## src/design/lsu_macros.svh

```systemverilog
`ifndef LSU_MACROS_SVH
`define LSU_MACROS_SVH

// datapath and address width
`define LSU_DATA_W 32

// data memory depth in words
`define LSU_MEM_WORDS 256

// cycles from request acceptance to data_ok
`define LSU_MEM_LAT 2

`endif

```

## src/design/pipe_pkg.sv

```systemverilog
`default_nettype none

package pipe_pkg;

    //////////////////////////////////////////////////
    // memory operation carried down the pipe
    //////////////////////////////////////////////////
    typedef enum logic [3:0] {
        OP_NONE = 4'd0,
        OP_LB   = 4'd1,
        OP_LBU  = 4'd2,
        OP_LH   = 4'd3,
        OP_LHU  = 4'd4,
        OP_LW   = 4'd5,
        OP_SB   = 4'd6,
        OP_SH   = 4'd7,
        OP_SW   = 4'd8
    } mem_op_t;

    // exception codes, ALE is address misaligned
    typedef enum logic [5:0] {
        ECODE_NONE = 6'h00,
        ECODE_ALE  = 6'h09
    } ecode_t;

    function automatic logic is_load(mem_op_t op);
        return op inside {OP_LB, OP_LBU, OP_LH, OP_LHU, OP_LW};
    endfunction

    function automatic logic is_store(mem_op_t op);
        return op inside {OP_SB, OP_SH, OP_SW};
    endfunction

endpackage

`default_nettype wire

```

## src/design/rdw_stage.sv

```systemverilog
`include "lsu_macros.svh"
`default_nettype none

module rdw_stage (
    input  wire                      clk,
    input  wire                      rst,
    input  wire                      ex_flush,
    input  wire                      in_valid,
    output logic                     in_ready,
    input  wire [`LSU_DATA_W-1:0]    in_pc,
    input  wire pipe_pkg::mem_op_t   in_op,
    input  wire [1:0]                in_byte_off,
    input  wire [4:0]                in_dest,
    input  wire [`LSU_DATA_W-1:0]    in_alu_result,
    input  wire                      in_gr_we,
    input  wire                      in_wait_mem,
    input  wire pipe_pkg::ecode_t    in_ecode,
    input  wire                      data_ok,
    input  wire [`LSU_DATA_W-1:0]    rdata,
    output logic                     out_valid,
    input  wire                      out_ready,
    output logic [`LSU_DATA_W-1:0]   out_pc,
    output pipe_pkg::mem_op_t        out_op,
    output logic [1:0]               out_byte_off,
    output logic [4:0]               out_dest,
    output logic [`LSU_DATA_W-1:0]   out_result,
    output logic                     out_gr_we,
    output pipe_pkg::ecode_t         out_ecode
);
    import pipe_pkg::*;

    localparam int DISC_W = $clog2(`LSU_MEM_LAT + 2);

    logic                   buf_valid;
    logic [`LSU_DATA_W-1:0] buf_data;
    logic [DISC_W-1:0]      discard_cnt;
    logic                   discard_now;
    logic                   mem_ok;
    logic                   have_data;
    logic                   outstanding;
    logic                   ready_go;
    logic                   fire;

    //////////////////////////////////////////////////
    // response bookkeeping
    //////////////////////////////////////////////////

    // responses owed to flushed loads are eaten first, they come back in order
    assign discard_now = data_ok && (discard_cnt != '0);
    assign mem_ok      = data_ok && (discard_cnt == '0);
    assign have_data   = buf_valid || mem_ok;

    // still owed to the instruction sitting here
    assign outstanding = in_valid && in_wait_mem && !have_data;

    assign ready_go = !in_wait_mem || have_data;
    assign in_ready = !in_valid || (ready_go && out_ready);
    assign fire     = in_valid && ready_go && out_ready;

    always_ff @(posedge clk) begin
        if (rst) begin
            discard_cnt <= '0;
        end else begin
            discard_cnt <= discard_cnt - DISC_W'(discard_now)
                         + DISC_W'(ex_flush && outstanding);
        end
    end

    // hold the word when it lands while we are stalled
    always_ff @(posedge clk) begin
        if (rst || ex_flush) begin
            buf_valid <= 1'b0;
        end else if (fire) begin
            buf_valid <= 1'b0;
        end else if (mem_ok) begin
            buf_valid <= 1'b1;
        end
    end

    always_ff @(posedge clk) begin
        if (mem_ok && !fire) begin
            buf_data <= rdata;
        end
    end

    //////////////////////////////////////////////////
    // output register
    //////////////////////////////////////////////////
    always_ff @(posedge clk) begin
        if (rst || ex_flush) begin
            out_valid <= 1'b0;
        end else if (out_ready) begin
            out_valid <= fire;
        end
    end

    always_ff @(posedge clk) begin
        if (fire) begin
            out_pc       <= in_pc;
            out_op       <= in_op;
            out_byte_off <= in_byte_off;
            out_dest     <= in_dest;
            out_gr_we    <= in_gr_we;
            out_ecode    <= in_ecode;
            // raw word for loads, lane pick happens in writeback
            if (in_wait_mem && is_load(in_op)) begin
                out_result <= buf_valid ? buf_data : rdata;
            end else begin
                out_result <= in_alu_result;
            end
        end
    end

    // every response is either owed to us or marked for discard
    assert property (@(posedge clk) disable iff (rst)
        data_ok |-> (discard_cnt != '0) || (in_valid && in_wait_mem && !buf_valid))
        else $error("rdw_stage: unexpected data_ok");

endmodule

`default_nettype wire

```

## config.mk

```make
export PLATFORM = sky130hd
export DESIGN_NAME = rdw_stage
export DESIGN_NICKNAME = d
export VERILOG_FILES = /design/src/design/pipe_pkg.sv /design/src/design/rdw_stage.sv
export VERILOG_INCLUDE_DIRS = /design/src /design/src/design
export SDC_FILE = /design/constraint.sdc
export NUM_CORES = 1
export LEC_CHECK = 0
export ABC_AREA = 1
export BUFFER_PORTS_ARGS = -buffer_cell sky130_fd_sc_hd__buf_2
export CAP_MARGIN = 30
export CELL_PAD_IN_SITES_DETAIL_PLACEMENT = 1
export CELL_PAD_IN_SITES_GLOBAL_PLACEMENT = 1
export CORE_MARGIN = 2
export CORE_UTILIZATION = 36
export DETAILED_ROUTE_END_ITERATION = 12
export GPL_ROUTABILITY_DRIVEN = 0
export MAX_ROUTING_LAYER = met4
export PLACE_DENSITY = 0.9
export SYNTH_ARGS = -nofsm -noshare
export SYNTH_HDL_FRONTEND = slang
export SYNTH_SLANG_ARGS = --single-unit
```

## constraint.sdc

```tcl
create_clock -name clk -period 4 [get_ports clk]
set_clock_uncertainty 0.15 [all_clocks]
set_input_delay 0.8 -clock clk [delete_from_list [all_inputs] [get_ports clk]]
set_output_delay 0.8 -clock clk [all_outputs]
set_load 0.01 [all_outputs]
```

==> summary.md, run 1 <==
| Metric | Value |
|---|---|
| CTS buffer count | 17 |
| Longest Clk Path Bufs | 2 |
| Syn Inst Count | 361 |
| FFs w/ async S/R, synth | 0 |
| Core Rows | 41 |
| Dpl ws | 1.16 ns |
| I/O Buffers | 204 |
| Initial antenna violation count | 0 |
| Hold_buf cts | 0 |
| Register bit total from synthesis | 118 |
| Die H | 117 µm |
| H-tree levels | 4 |
| Status | did not finish |
| CTS sink cnt | 118 |
| Stop err | [ERROR DRT-0255] Maze Route cannot find path of net clk in worker of routeBox ( 96600 0 ) ( 116555 48300 ). |
| Die width | 117 µm |
| Placed Instances | 726 |
| Mapped Avg Cell Area | 12.6 µm² |
| DP HPWL | 9520 µm |
| Post-synth EDFFs | 114 |
| Post_cts resized | 0 |
| Synth Cell Area | 4560 µm² |
| Top_reg_cell synth | edfxtp_1 |
| Overall routing resource usage | 0.197 |
| Synth unique cells | 18 |
| Vias in the first global route | 3537 |
| Io pins | 205 |
| Last stage | detailed routing |
| Sequential-to-total area share from yosys stat | 0.768 |
| Post-CTS setup buffers | 0 |
| Syn Nets | 484 |
| Root Buffer | clkbuf_16 |
| Pin count of the biggest net entering global routing | 44 |
| Total grt overflow | 0 |
| Warning count from the yosys run | 0 |
| Starting Density | 0.364 |
| First-pass GRT wire length | 18900 µm |
-- per-layer routing --
layer  global-route usage
met1                0.203
met4               0.0925
met5                    -
met3               0.0659
met2                0.340
-- cell families after synthesis --
logic type,Yosys count,share of synthesized area
flops,118,0.768
simple gates,209,0.185
xor+xnor,1,0.00192
buf+inv,27,0.0315
fa+ha+maj,2,0.00549
compound gates,4,0.00768
-- synth_stat cells, drive strengths merged (2+ instances only) --
master / instances / area, µm²
clkbuf: 3 / 11.3
nor2: 4 / 15.0
edfxtp: 114 / 3420
buf: 14 / 95.1
nand2: 167 / 634
dfxtp: 4 / 80.1
nand3: 35 / 175
ha: 2 / 25.0
inv: 9 / 33.8
a21oi: 3 / 15.0
-- per-stage QoR --
stage	hold WS [ns]	instance area, µm²
after global routing	0.326	6320
after CTS	0.317	6320
after detailed placement	0.299	5750
after global placement	0.304	5750
after floorplan	0.334	4560
==> run 2: changes to the inputs <==
--- a/config.mk
+++ b/config.mk
@@ -9,14 +9,11 @@
 export ABC_AREA = 1
 export BUFFER_PORTS_ARGS = -buffer_cell sky130_fd_sc_hd__buf_2
 export CAP_MARGIN = 30
-export CELL_PAD_IN_SITES_DETAIL_PLACEMENT = 1
-export CELL_PAD_IN_SITES_GLOBAL_PLACEMENT = 1
 export CORE_MARGIN = 2
-export CORE_UTILIZATION = 36
+export CORE_UTILIZATION = 35
 export DETAILED_ROUTE_END_ITERATION = 12
 export GPL_ROUTABILITY_DRIVEN = 0
-export MAX_ROUTING_LAYER = met4
-export PLACE_DENSITY = 0.9
+export PLACE_DENSITY_LB_ADDON = 0.15
 export SYNTH_ARGS = -nofsm -noshare
 export SYNTH_HDL_FRONTEND = slang
 export SYNTH_SLANG_ARGS = --single-unit
==> run 2 against run 1 <==
  * Synthesized cell count did not move
  * Global-route usage shrank 3.4 points
  * Area after synthesis is the same
  * The flow now finishes without violations
==> summary.md, run 2 <==
| Metric | Value |
|---|---|
| Vias in the first global route | 3389 (was 3537) |
| Die area | 14000 µm² |
| Min-Delay Path Class | reg2reg |
| Clk_lat worst skew | 0.40 ns |
| Post-CTS setup buffers | 0 (unchanged) |
| Final ANT Viol Nets | 0 |
| Worst-Margin Slew | 0.834 ns |
| Mapped Avg Cell Area | 12.6 µm² (unchanged) |
| Post-synth EDFFs | 114 (unchanged) |
| CP max FO | 34 |
| Total grt overflow | 0 (unchanged) |
| Power per cell area | 558 nW/µm² |
| Syn Inst Count | 361 (unchanged) |
| Int Pwr | 2730 µW |
| Setup slack on the worst flop-to-flop path | 1.46 ns |
| Post_cts resized | 0 (unchanged) |
| Syn Nets | 484 (unchanged) |
| Crit Reg-Reg Startpoint | buf_valid$_SDFFE_PP0P_ |
| CP arrival | 2.50 ns |
| CTS tree | yes |
| Count of final hold-check violations | 0 |
| Hold endpoint | out_valid$_SDFFE_PP0P_ |
| Crit path capture type | flop |
| Hold_buf cts | 0 (unchanged) |
| CTS clk-pin slew, worst paths | 0.05 ns |
| Sw Pwr | 818 µW |
| Die H | 118 µm (was 117 µm) |
| Io pins | 205 (unchanged) |
| CP required | 3.96 ns |
| Worst-case reg-to-reg path depth | 7 |
| Core area | 12700 µm² |
| Sequential-to-total area share from yosys stat | 0.768 (unchanged) |
| First-pass GRT wire length | 17500 µm (was 18900 µm) |
| Hold depth | 2 |
| Most common cell after layout, fill and taps aside | buf_2 |
| Area share of the largest cell type after synthesis | 0.751 (unchanged) |
| Worst vdd ir | 0.224 mV |
| CTS sink cnt | 118 (unchanged) |
| Minimum clock period | 2.54 ns |
| I/O Buffers | 204 (unchanged) |
| Register share of total power | 0.448 |
| FFs w/ async S/R, synth | 0 (unchanged) |
| Wirelength per Cell | 14.7 µm |
| Final Max Tran Viols | 0 |
| Starting Density | 0.360 (was 0.364) |
| Pleak | 0.00289 µW |
| Final Cycle Share | 0.635 |
| Vias per cell | 4.44 |
| Final #Nets | 697 |
| Pin count of the biggest net entering global routing | 51 (was 44) |
| Synth cell count leaders | nand2_1 (166), edfxtp_1 (114), nand3_1 (35) (unchanged) |
| Initial drt markers | 208 |
| Root Buffer | clkbuf_16 (unchanged) |
| DR vias | 3376 |
| Initial antenna violation count | 3 (was 0) |
| Most frequent cells in the layout | buf_2 (204), nand2_1 (166), edfxtp_1 (114) |
| Rel. slew slack | 0.444 |
| Clk pwr share | 0.431 |
| Largest registers | buf_data: 32 flops, out_pc: 32 flops, out_result: 32 flops |
| Die width | 118 µm (was 117 µm) |
| Most repeated cell in the gate-level netlist after synthesis | nand2_1 (unchanged) |
| Max-cap check violation count | 0 |
| Startpoint Class | flop |
| Warning count from the yosys run | 0 (unchanged) |
| DP HPWL | 7750 µm (was 9520 µm) |
| Setup TNS | 0 ns |
| Synth unique cells | 18 (unchanged) |
| Synth Cell Area | 4560 µm² (unchanged) |
| Area growth syn-to-layout | 39.3% |
| Fraction of layout cells with a size suffix above 1 | 0.413 |
| Final setup violation count | 0 |
| Combinational share of power | 0.121 |
| Tot Pwr | 3550 µW |
| CTS buffer count | 17 (unchanged) |
| Longest Clk Path Bufs | 2 (unchanged) |
| Final wirelength | 11200 µm |
| RSZ-0062 raised after global routing | no |
| Core Rows | 41 (unchanged) |
| Sw Ratio | 0.231 |
| RR Endpoint | buf_data[30]$_DFFE_PP_ |
| Min-delay src | out_valid$_SDFFE_PP0P_ |
| Max Clk Rate | 394 MHz |
| DR DRC count | 0 |
| Top_reg_cell synth | edfxtp_1 (unchanged) |
| Leading area contributor after synthesis | edfxtp_1 (unchanged) |
| Status | completed (was did not finish) |
| Register bit total from synthesis | 118 (unchanged) |
| Critical path class | reg2reg |
| Dominant cells by area after synthesis | edfxtp_1 (75%), nand2_1 (14%), nand3_1 (3.8%) (unchanged) |
| Drt pass-1 iters | 6 |
| Overall routing resource usage | 0.163 (was 0.197) |
| H-tree levels | 4 (unchanged) |
run 2: cell counts after synthesis:
No cell type changed its count.
run 2: how the worst max path moves through the flow:
stage	from	slack, ns	endpoint
2_1_floorplan	data_ok	0.73	out_byte_off[0]$_DFFE_PP_
3_3_place_gp	in_op[2]	1.28	out_result[28]$_DFFE_PP_
3_5_place_dp	data_ok	1.16	buf_data[20]$_DFFE_PP_
4_1_cts	buf_valid$_SDFFE_PP0P_	1.42	buf_data[30]$_DFFE_PP_
5_1_grt	buf_valid$_SDFFE_PP0P_	1.31	buf_data[23]$_DFFE_PP_
6_report	buf_valid$_SDFFE_PP0P_	1.46	buf_data[30]$_DFFE_PP_
run 2: kinds of logic after synthesis:
logic type | synth area share
xor+xnor | 0.00192
fa+ha+maj | 0.00549
flops | 0.768
simple gates | 0.185
compound gates | 0.00768
buf+inv | 0.0315
run 2: power groups by stage:
stage / logic, µW / registers [µW] / clock network, µW
after global placement: 424 / 1610 / 0
final: 429 / 1590 / 1530
after floorplan: 207 / 1650 / 0
after detailed placement: 438 / 1610 / 0
after CTS: 439 / 1590 / 1560
after global routing: 487 / 1600 / 1630
run 2: area by class of cell:
class,count,area [µm²]
fillers,1162,6320
well taps,172,215
flip-flops and latches,118,3500
multi-input cells,216,913
clock inverters,14,165
repair buffers,211,1090
clock buffers,17,425
inverters,10,38.8
diodes,2,5.00
run 2: stage by stage:
| stage | utilization | setup WS, ns | cells | instance area [µm²] | hold WS [ns] |
|---|---|---|---|---|---|
| after floorplan | - | 0.728 | 361 | 4560 | 0.334 |
| after global placement | 0.454 | 1.28 | 727 | 5760 | 0.306 |
| after detailed placement | 0.454 | 1.16 | 727 | 5760 | 0.307 |
| after CTS | 0.501 | 1.42 | 758 | 6350 | 0.315 |
| after global routing | 0.501 | 1.31 | 759 | 6350 | 0.344 |
| final | 0.501 | 1.46 | 760 | 6350 | 0.313 |
run 2: metal layers:
| metal | global-route usage | wire [µm] | vias to the layer above |
|---|---|---|---|
| met5 | 0 | 13 | - |
| met4 | 0.0761 | 180 | 2 |
| met3 | 0.0705 | 1040 | 17 |
| met2 | 0.253 | 5200 | 158 |
| met1 | 0.195 | 4720 | 1537 |
| li1 | - | - | 1662 |
run 2: worst max-delay path: stages (launching register included):
cell      delay (ns)
dfxtp_1         0.31
clkinv_1        0.04
buf_4           0.34
nand3_1         0.19
nand3_1         0.20
nand3_1         0.09
inv_1           0.62
buf_4           0.29
Note: power is estimated with default switching activity, not from simulation.
==> run 3: changes to the inputs <==
==> constraint.sdc (replaced) <==
create_clock -name clk -period 2.55 [get_ports clk]
set_clock_uncertainty 0.15 [all_clocks]
set_input_delay 0.51 -clock clk [delete_from_list [all_inputs] [get_ports clk]]
set_output_delay 0.51 -clock clk [all_outputs]
set_load 0.01 [all_outputs]
==> run 3 against run 2 <==
  * Combinational power grew 57%
  * Via count shrank 0.36%
  * Sequential share of layout area grew 0.24 points
  * Sequential cell count is the same
  * Clock power grew 42%
  * Critical endpoint is now in_ready
  * Largest power group unchanged
==> summary.md, run 3 (synthesis gave the netlist of run 2 again) <==
| Metric | Value |
|---|---|
| Status | completed (unchanged) |
| Overall routing resource usage | 0.160 (was 0.163) |
| Drt pass-1 iters | 4 (was 6) |
| Most common cell after layout, fill and taps aside | buf_2 (unchanged) |
| Max Clk Rate | 492 MHz |
| CTS tree | yes (unchanged) |
| Root Buffer | clkbuf_16 (unchanged) |
| Core area | 12700 µm² (unchanged) |
| Die H | 118 µm (unchanged) |
| Initial drt markers | 224 (was 208) |
| Fraction of layout cells with a size suffix above 1 | 0.415 (was 0.413) |
| Die area | 14000 µm² (unchanged) |
| Final Cycle Share | 0.796 |
| Post_cts resized | 0 (unchanged) |
| Min-Delay Path Class | in2reg (was reg2reg) |
| RSZ-0062 raised after global routing | no (unchanged) |
| Hold_buf cts | 0 (unchanged) |
| Final ANT Viol Nets | 0 (unchanged) |
| Pin count of the biggest net entering global routing | 61 (was 51) |
| Count of final hold-check violations | 0 (unchanged) |
| Clk_lat worst skew | 0.41 ns (was 0.40 ns) |
| Max-cap check violation count | 0 (unchanged) |
| Final #Nets | 699 (was 697) |
| Pleak | 0.00287 µW (was 0.00289 µW) |
| Fillers | 1160 (was 1162) |
| Total grt overflow | 0 (unchanged) |
| Wirelength per Cell | 14.5 µm (was 14.7 µm) |
| Worst vdd ir | 0.340 mV (was 0.224 mV) |
| Ant diodes | 0 (was 2) |
| Core Rows | 41 (unchanged) |
| Final wirelength | 11000 µm (was 11200 µm) |
| Final Max Tran Viols | 0 (unchanged) |
| Largest registers | buf_data: 32 flops, out_pc: 32 flops, out_result: 32 flops (unchanged) |
| DR DRC count | 0 (unchanged) |
| CP arrival | 1.37 ns (was 2.50 ns) |
| Initial antenna violation count | 1 (was 3) |
| Setup TNS | 0 ns (unchanged) |
| Worst-Margin Slew | 0.391 ns (was 0.834 ns) |
| Post-layout util | 0.499 (was 0.501) |
| Starting Density | 0.360 (unchanged) |
| Startpoint Class | flop (unchanged) |
| I/O Buffers | 204 (unchanged) |
| Critical path class | reg2out (was reg2reg) |
| Post-CTS setup buffers | 0 (unchanged) |
| H-tree levels | 4 (unchanged) |
| Most frequent cells in the layout | buf_2 (204), nand2_1 (166), edfxtp_1 (114) (unchanged) |
| Crit path capture type | output port (was flop) |
| Area growth syn-to-layout | 38.7% (was 39.3%) |
| First-pass GRT wire length | 17000 µm (was 17500 µm) |
| Io pins | 205 (unchanged) |
| CTS clk-pin slew, worst paths | 0.05 ns (about the same) |
| Longest Clk Path Bufs | 2 (unchanged) |
| Final instance area | 6320 µm² (was 6350 µm²) |
| Rel. slew slack | 0.739 (was 0.444) |
| DR vias | 3364 (was 3376) |
| Die width | 118 µm (unchanged) |
| Power per cell area | 846 nW/µm² (was 558 nW/µm²) |
| Vias in the first global route | 3338 (was 3389) |
| CP required | 1.89 ns (was 3.96 ns) |
| Post-place instance area | 5780 µm² (was 5760 µm²) |
| CTS buffer count | 17 (unchanged) |
| Vias per cell | 4.43 (was 4.44) |
| CP max FO | 3 (was 34) |
| DP HPWL | 7720 µm (was 7750 µm) |
| Final setup violation count | 0 (unchanged) |
| CTS sink cnt | 118 (unchanged) |
| Minimum clock period | 2.03 ns |
-- run 3: layout make-up --
class / count / area [µm²] / share of cell area
flip-flops and latches: 118 / 3500 / 0.554
repair buffers: 213 / 1100 / 0.174
multi-input cells: 216 / 918 / 0.145
clock buffers: 19 / 433 / 0.0684
well taps: 172 / 215 / 0.0340
clock inverters: 12 / 113 / 0.0178
inverters: 10 / 41.3 / 0.00653
-- run 3: report_power, final --
part | total [µW] | internal (µW) | switching, µW
registers | 2490 | 2430 | 60.4
logic | 673 | 251 | 422
clock network | 2180 | 1410 | 776
-- run 3: path summary, 6_finish.rpt --
check	endpoint	depth (start not counted)	startpoint	slack (ns)
worst min-delay path	out_pc[6]$_DFFE_PP_	1	in_pc[6]	0.13
worst min register to register	out_valid$_SDFFE_PP0P_	2	out_valid$_SDFFE_PP0P_	0.32
worst max register to register	discard_cnt[1]$_SDFF_PP0_	9	discard_cnt[1]$_SDFF_PP0_	0.65
worst max-delay path	in_ready	6	discard_cnt[1]$_SDFF_PP0_	0.52
-- run 3: per-layer routing --
layer	routed length, µm	global-route usage
met1	4870	0.196
met2	4910	0.249
met3	969	0.0584
met4	279	0.0828
met5	17	0
-- run 3: worst max-delay path: stages, from the launching register on --
cell and delay, ns:
dfxtp_1 0.32, nor2_1 0.19, nand2_1 0.10, nand3_1 0.13, nand2_1 0.06, nand2_1 0.05, buf_2 0.12
-- run 3: metrics by stage --
stage                     instances  hold WS (ns)  power, µW  setup slack (ns)
after floorplan                 361         0.334       2910            0.0208
after global placement          729         0.306       3200             0.469
after detailed placement        729         0.306       3220             0.426
after CTS                       760         0.109       5430             0.479
after global routing            760         0.108       5610             0.343
final                           760         0.127       5350             0.520
==> run 4: changes to the inputs <==
==> constraint.sdc (replaced) <==
create_clock -name clk -period 1.65 [get_ports clk]
set_clock_uncertainty 0.15 [all_clocks]
set_input_delay 0.33 -clock clk [delete_from_list [all_inputs] [get_ports clk]]
set_output_delay 0.33 -clock clk [all_outputs]
set_load 0.01 [all_outputs]
==> run 4 against run 3 <==
  * The flow now finishes with violations (negative setup slack)
  * Worst setup slack got worse by 0.67 ns
  * Non-clock buffer count rose by 97
  * Combinational power rose by 120%
  * Critical path type is now reg2reg
==> summary.md, run 4 (synthesis gave the netlist of run 2 again) <==
| Metric | Value |
|---|---|
| Status | complete, but fails checks (was completed) |
| Failing checks | negative setup slack |
| H-tree levels | 4 (unchanged) |
| Core Rows | 41 (unchanged) |
| Worst-case reg-to-reg path depth | 9 (unchanged) |
| Initial antenna violation count | 0 (was 1) |
| Fillers | 1062 (was 1160) |
| Crit Reg-Reg Startpoint | discard_cnt[0]$_SDFF_PP0_ (was discard_cnt[1]$_SDFF_PP0_) |
| Dpl ws | -0.223 ns (was 0.426 ns) |
| Longest Clk Path Bufs | 2 (unchanged) |
| Peak per-stage delay on the critical path | 0.35 ns (was 0.32 ns) |
| CTS buffer count | 17 (unchanged) |
| Area growth syn-to-layout | 63.4% (was 38.7%) |
| CP arrival | 1.99 ns (was 1.37 ns) |
| Final ANT Viol Nets | 0 (unchanged) |
| Final setup violation count | 22 (was 0) |
| Ant diodes | 0 (unchanged) |
| Largest registers | buf_data: 32 flops, out_pc: 32 flops, out_result: 32 flops (unchanged) |
| DP HPWL | 7700 µm (was 7720 µm) |
| Max Clk Rate | 556 MHz |
| Max-cap check violation count | 0 (unchanged) |
| Die area | 14000 µm² (unchanged) |
| Slowest stage cell, crit path | dfxtp_2 (was dfxtp_1) |
| CP startpoint | discard_cnt[0]$_SDFF_PP0_ (was discard_cnt[1]$_SDFF_PP0_) |
| Core area | 12700 µm² (unchanged) |
| Pleak | 0.00334 µW (was 0.00287 µW) |
| Rel. slew slack | 0.749 (was 0.739) |
| Min-Delay Path Class | in2reg (unchanged) |
| Drt pass-1 iters | 4 (unchanged) |
| Final Cycle Share | 1.09 |
| FF/Latch Area | 3510 µm² (was 3500 µm²) |
| Worst vdd ir | 0.512 mV (was 0.340 mV) |
| CTS tree | yes (unchanged) |
| Fraction of layout cells with a size suffix above 1 | 0.396 (was 0.415) |
| Final wirelength | 12100 µm (was 11000 µm) |
| Die width | 118 µm (unchanged) |
| Critical path class | reg2reg (was reg2out) |
| Starting Density | 0.360 (unchanged) |
| Setup slack on the worst flop-to-flop path | -0.15 ns (was 0.65 ns) |
| CP required | 1.84 ns (was 1.89 ns) |
| Io pins | 205 (unchanged) |
| Clk_lat worst skew | 0.40 ns (was 0.41 ns) |
| Minimum clock period | 1.80 ns |
| Overall routing resource usage | 0.174 (was 0.160) |
| Count of final hold-check violations | 0 (unchanged) |
| Vias in the first global route | 3770 (was 3338) |
| Wirelength per Cell | 14.1 µm (was 14.5 µm) |
| Power per cell area | 1220 nW/µm² (was 846 nW/µm²) |
| Root Buffer | clkbuf_16 (unchanged) |
| Pin count of the biggest net entering global routing | 47 (was 61) |
| Final #Nets | 796 (was 699) |
| Worst-Margin Slew | 0.377 ns (was 0.391 ns) |
| CTS sink cnt | 118 (unchanged) |
| I/O Buffers | 204 (unchanged) |
| Initial drt markers | 154 (was 224) |
| Most frequent cells in the layout | buf_2 (204), nand2_1 (165), edfxtp_1 (114) (was buf_2 (204), nand2_1 (166), edfxtp_1 (114)) |
| Final Max Tran Viols | 0 (unchanged) |
| Worst setup margin | -0.149 ns (was 0.520 ns) |
| Crit path capture type | flop (was output port) |
| Startpoint Class | flop (unchanged) |
| Vias per cell | 4.36 (was 4.43) |
| DR vias | 3735 (was 3364) |
| Multi-input gate area | 972 µm² (was 918 µm²) |
| Most common cell after layout, fill and taps aside | buf_2 (unchanged) |
| Worst setup path end | discard_cnt[1]$_SDFF_PP0_ (was in_ready) |
| Final instance area | 7450 µm² (was 6320 µm²) |
| First-pass GRT wire length | 18600 µm (was 17000 µm) |
| Die H | 118 µm (unchanged) |
| CTS clk-pin slew, worst paths | 0.05 ns (about the same) |
| DR DRC count | 0 (unchanged) |
| Worst-path cell chain | nor2_4 > nand2_2 > nand3_4 > nand3b_1 > ha_1 > inv_2 > ha_4 > or2_4 > a21oi_2 (was nor2_1 > nand2_1 > nand3_1 > nand2_1 > nand2_1 > buf_2) |
| CP max FO | 3 (unchanged) |
| RSZ-0062 raised after global routing | yes (was no) |
| Post-place instance area | 5960 µm² (was 5780 µm²) |
| RR Endpoint | discard_cnt[1]$_SDFF_PP0_ (unchanged) |
| Total grt overflow | 0 (unchanged) |
==> run 4: changes by cell type in the layout (fill, tap and decap cells not counted), sizes merged <==
cell / previous run / this run
inv: 8 / 7
dlygate4sd3: 0 / 81
buf: 213 / 228
bufinv: 2 / 4
==> run 4: area by class of cell <==
class | instances | share of cell area
clock buffer | 18 | 0.0576
multi-input combinational | 216 | 0.130
clock inverter | 13 | 0.0218
timing repair buffer | 310 | 0.284
inverter | 10 | 0.00672
sequential | 118 | 0.471
tap | 172 | 0.0289
==> run 4: worst max-delay path, delay by kind of cell (launching register included) <==
family | cells | cell delay (ns)
buf+inv | 1 | 0.05
fa+ha+maj | 2 | 0.44
simple gates | 5 | 0.63
compound gates | 1 | 0.12
flops | 1 | 0.35
==> run 4: stage by stage <==
step	instances	utilization	TNS [ns]	hold WS [ns]	power (µW)
after global placement	739	0.470	-0.655	0.306	5110
after detailed placement	739	0.470	-1.79	0.325	5150
final	857	0.588	-0.329	0.0337	9060
after floorplan	361	-	-65.08	0.242	4550
after global routing	857	0.588	-3.55	0.0251	9450
after CTS	854	0.583	-0.251	0.0113	9100
==> run 4: timing repair <==
item,in CTS,in global routing
hold buffers,81,0
hold endpoints to repair,82,0
buffers inserted,3,1
gates resized for setup,3,3
gates cloned,0,2
pin swaps,6,5
setup endpoints to repair,8,72
==> run 4: worst min-delay path by stage <==
stage / endpoint / from / cells past startpoint
floorplan: discard_cnt[1]$_SDFF_PP0_ / rst / 1
global placement: out_valid$_SDFFE_PP0P_ / out_valid$_SDFFE_PP0P_ / 2
detailed placement: out_valid$_SDFFE_PP0P_ / out_valid$_SDFFE_PP0P_ / 2
CTS: out_result[31]$_DFFE_PP_ / in_alu_result[31] / 3
global route: out_result[28]$_DFFE_PP_ / in_alu_result[28] / 3
finish: out_result[31]$_DFFE_PP_ / in_alu_result[31] / 3
==> run 4: layer usage <==
layer / GRT usage / wire [µm] / vias up
met5: 0 / 0 / -
met4: 0.0730 / 191 / 0
met3: 0.0545 / 767 / 15
met2: 0.304 / 6170 / 147
met1: 0.196 / 4930 / 1718
li1: - / - / 1855
==> run 4: power breakdown <==
part           internal (µW)  total (µW)  switching [µW]  leakage (µW)
clock network           2480        3710            1230      0.000291
logic                    711        1490             783       0.00195
registers               3760        3860             101       0.00110
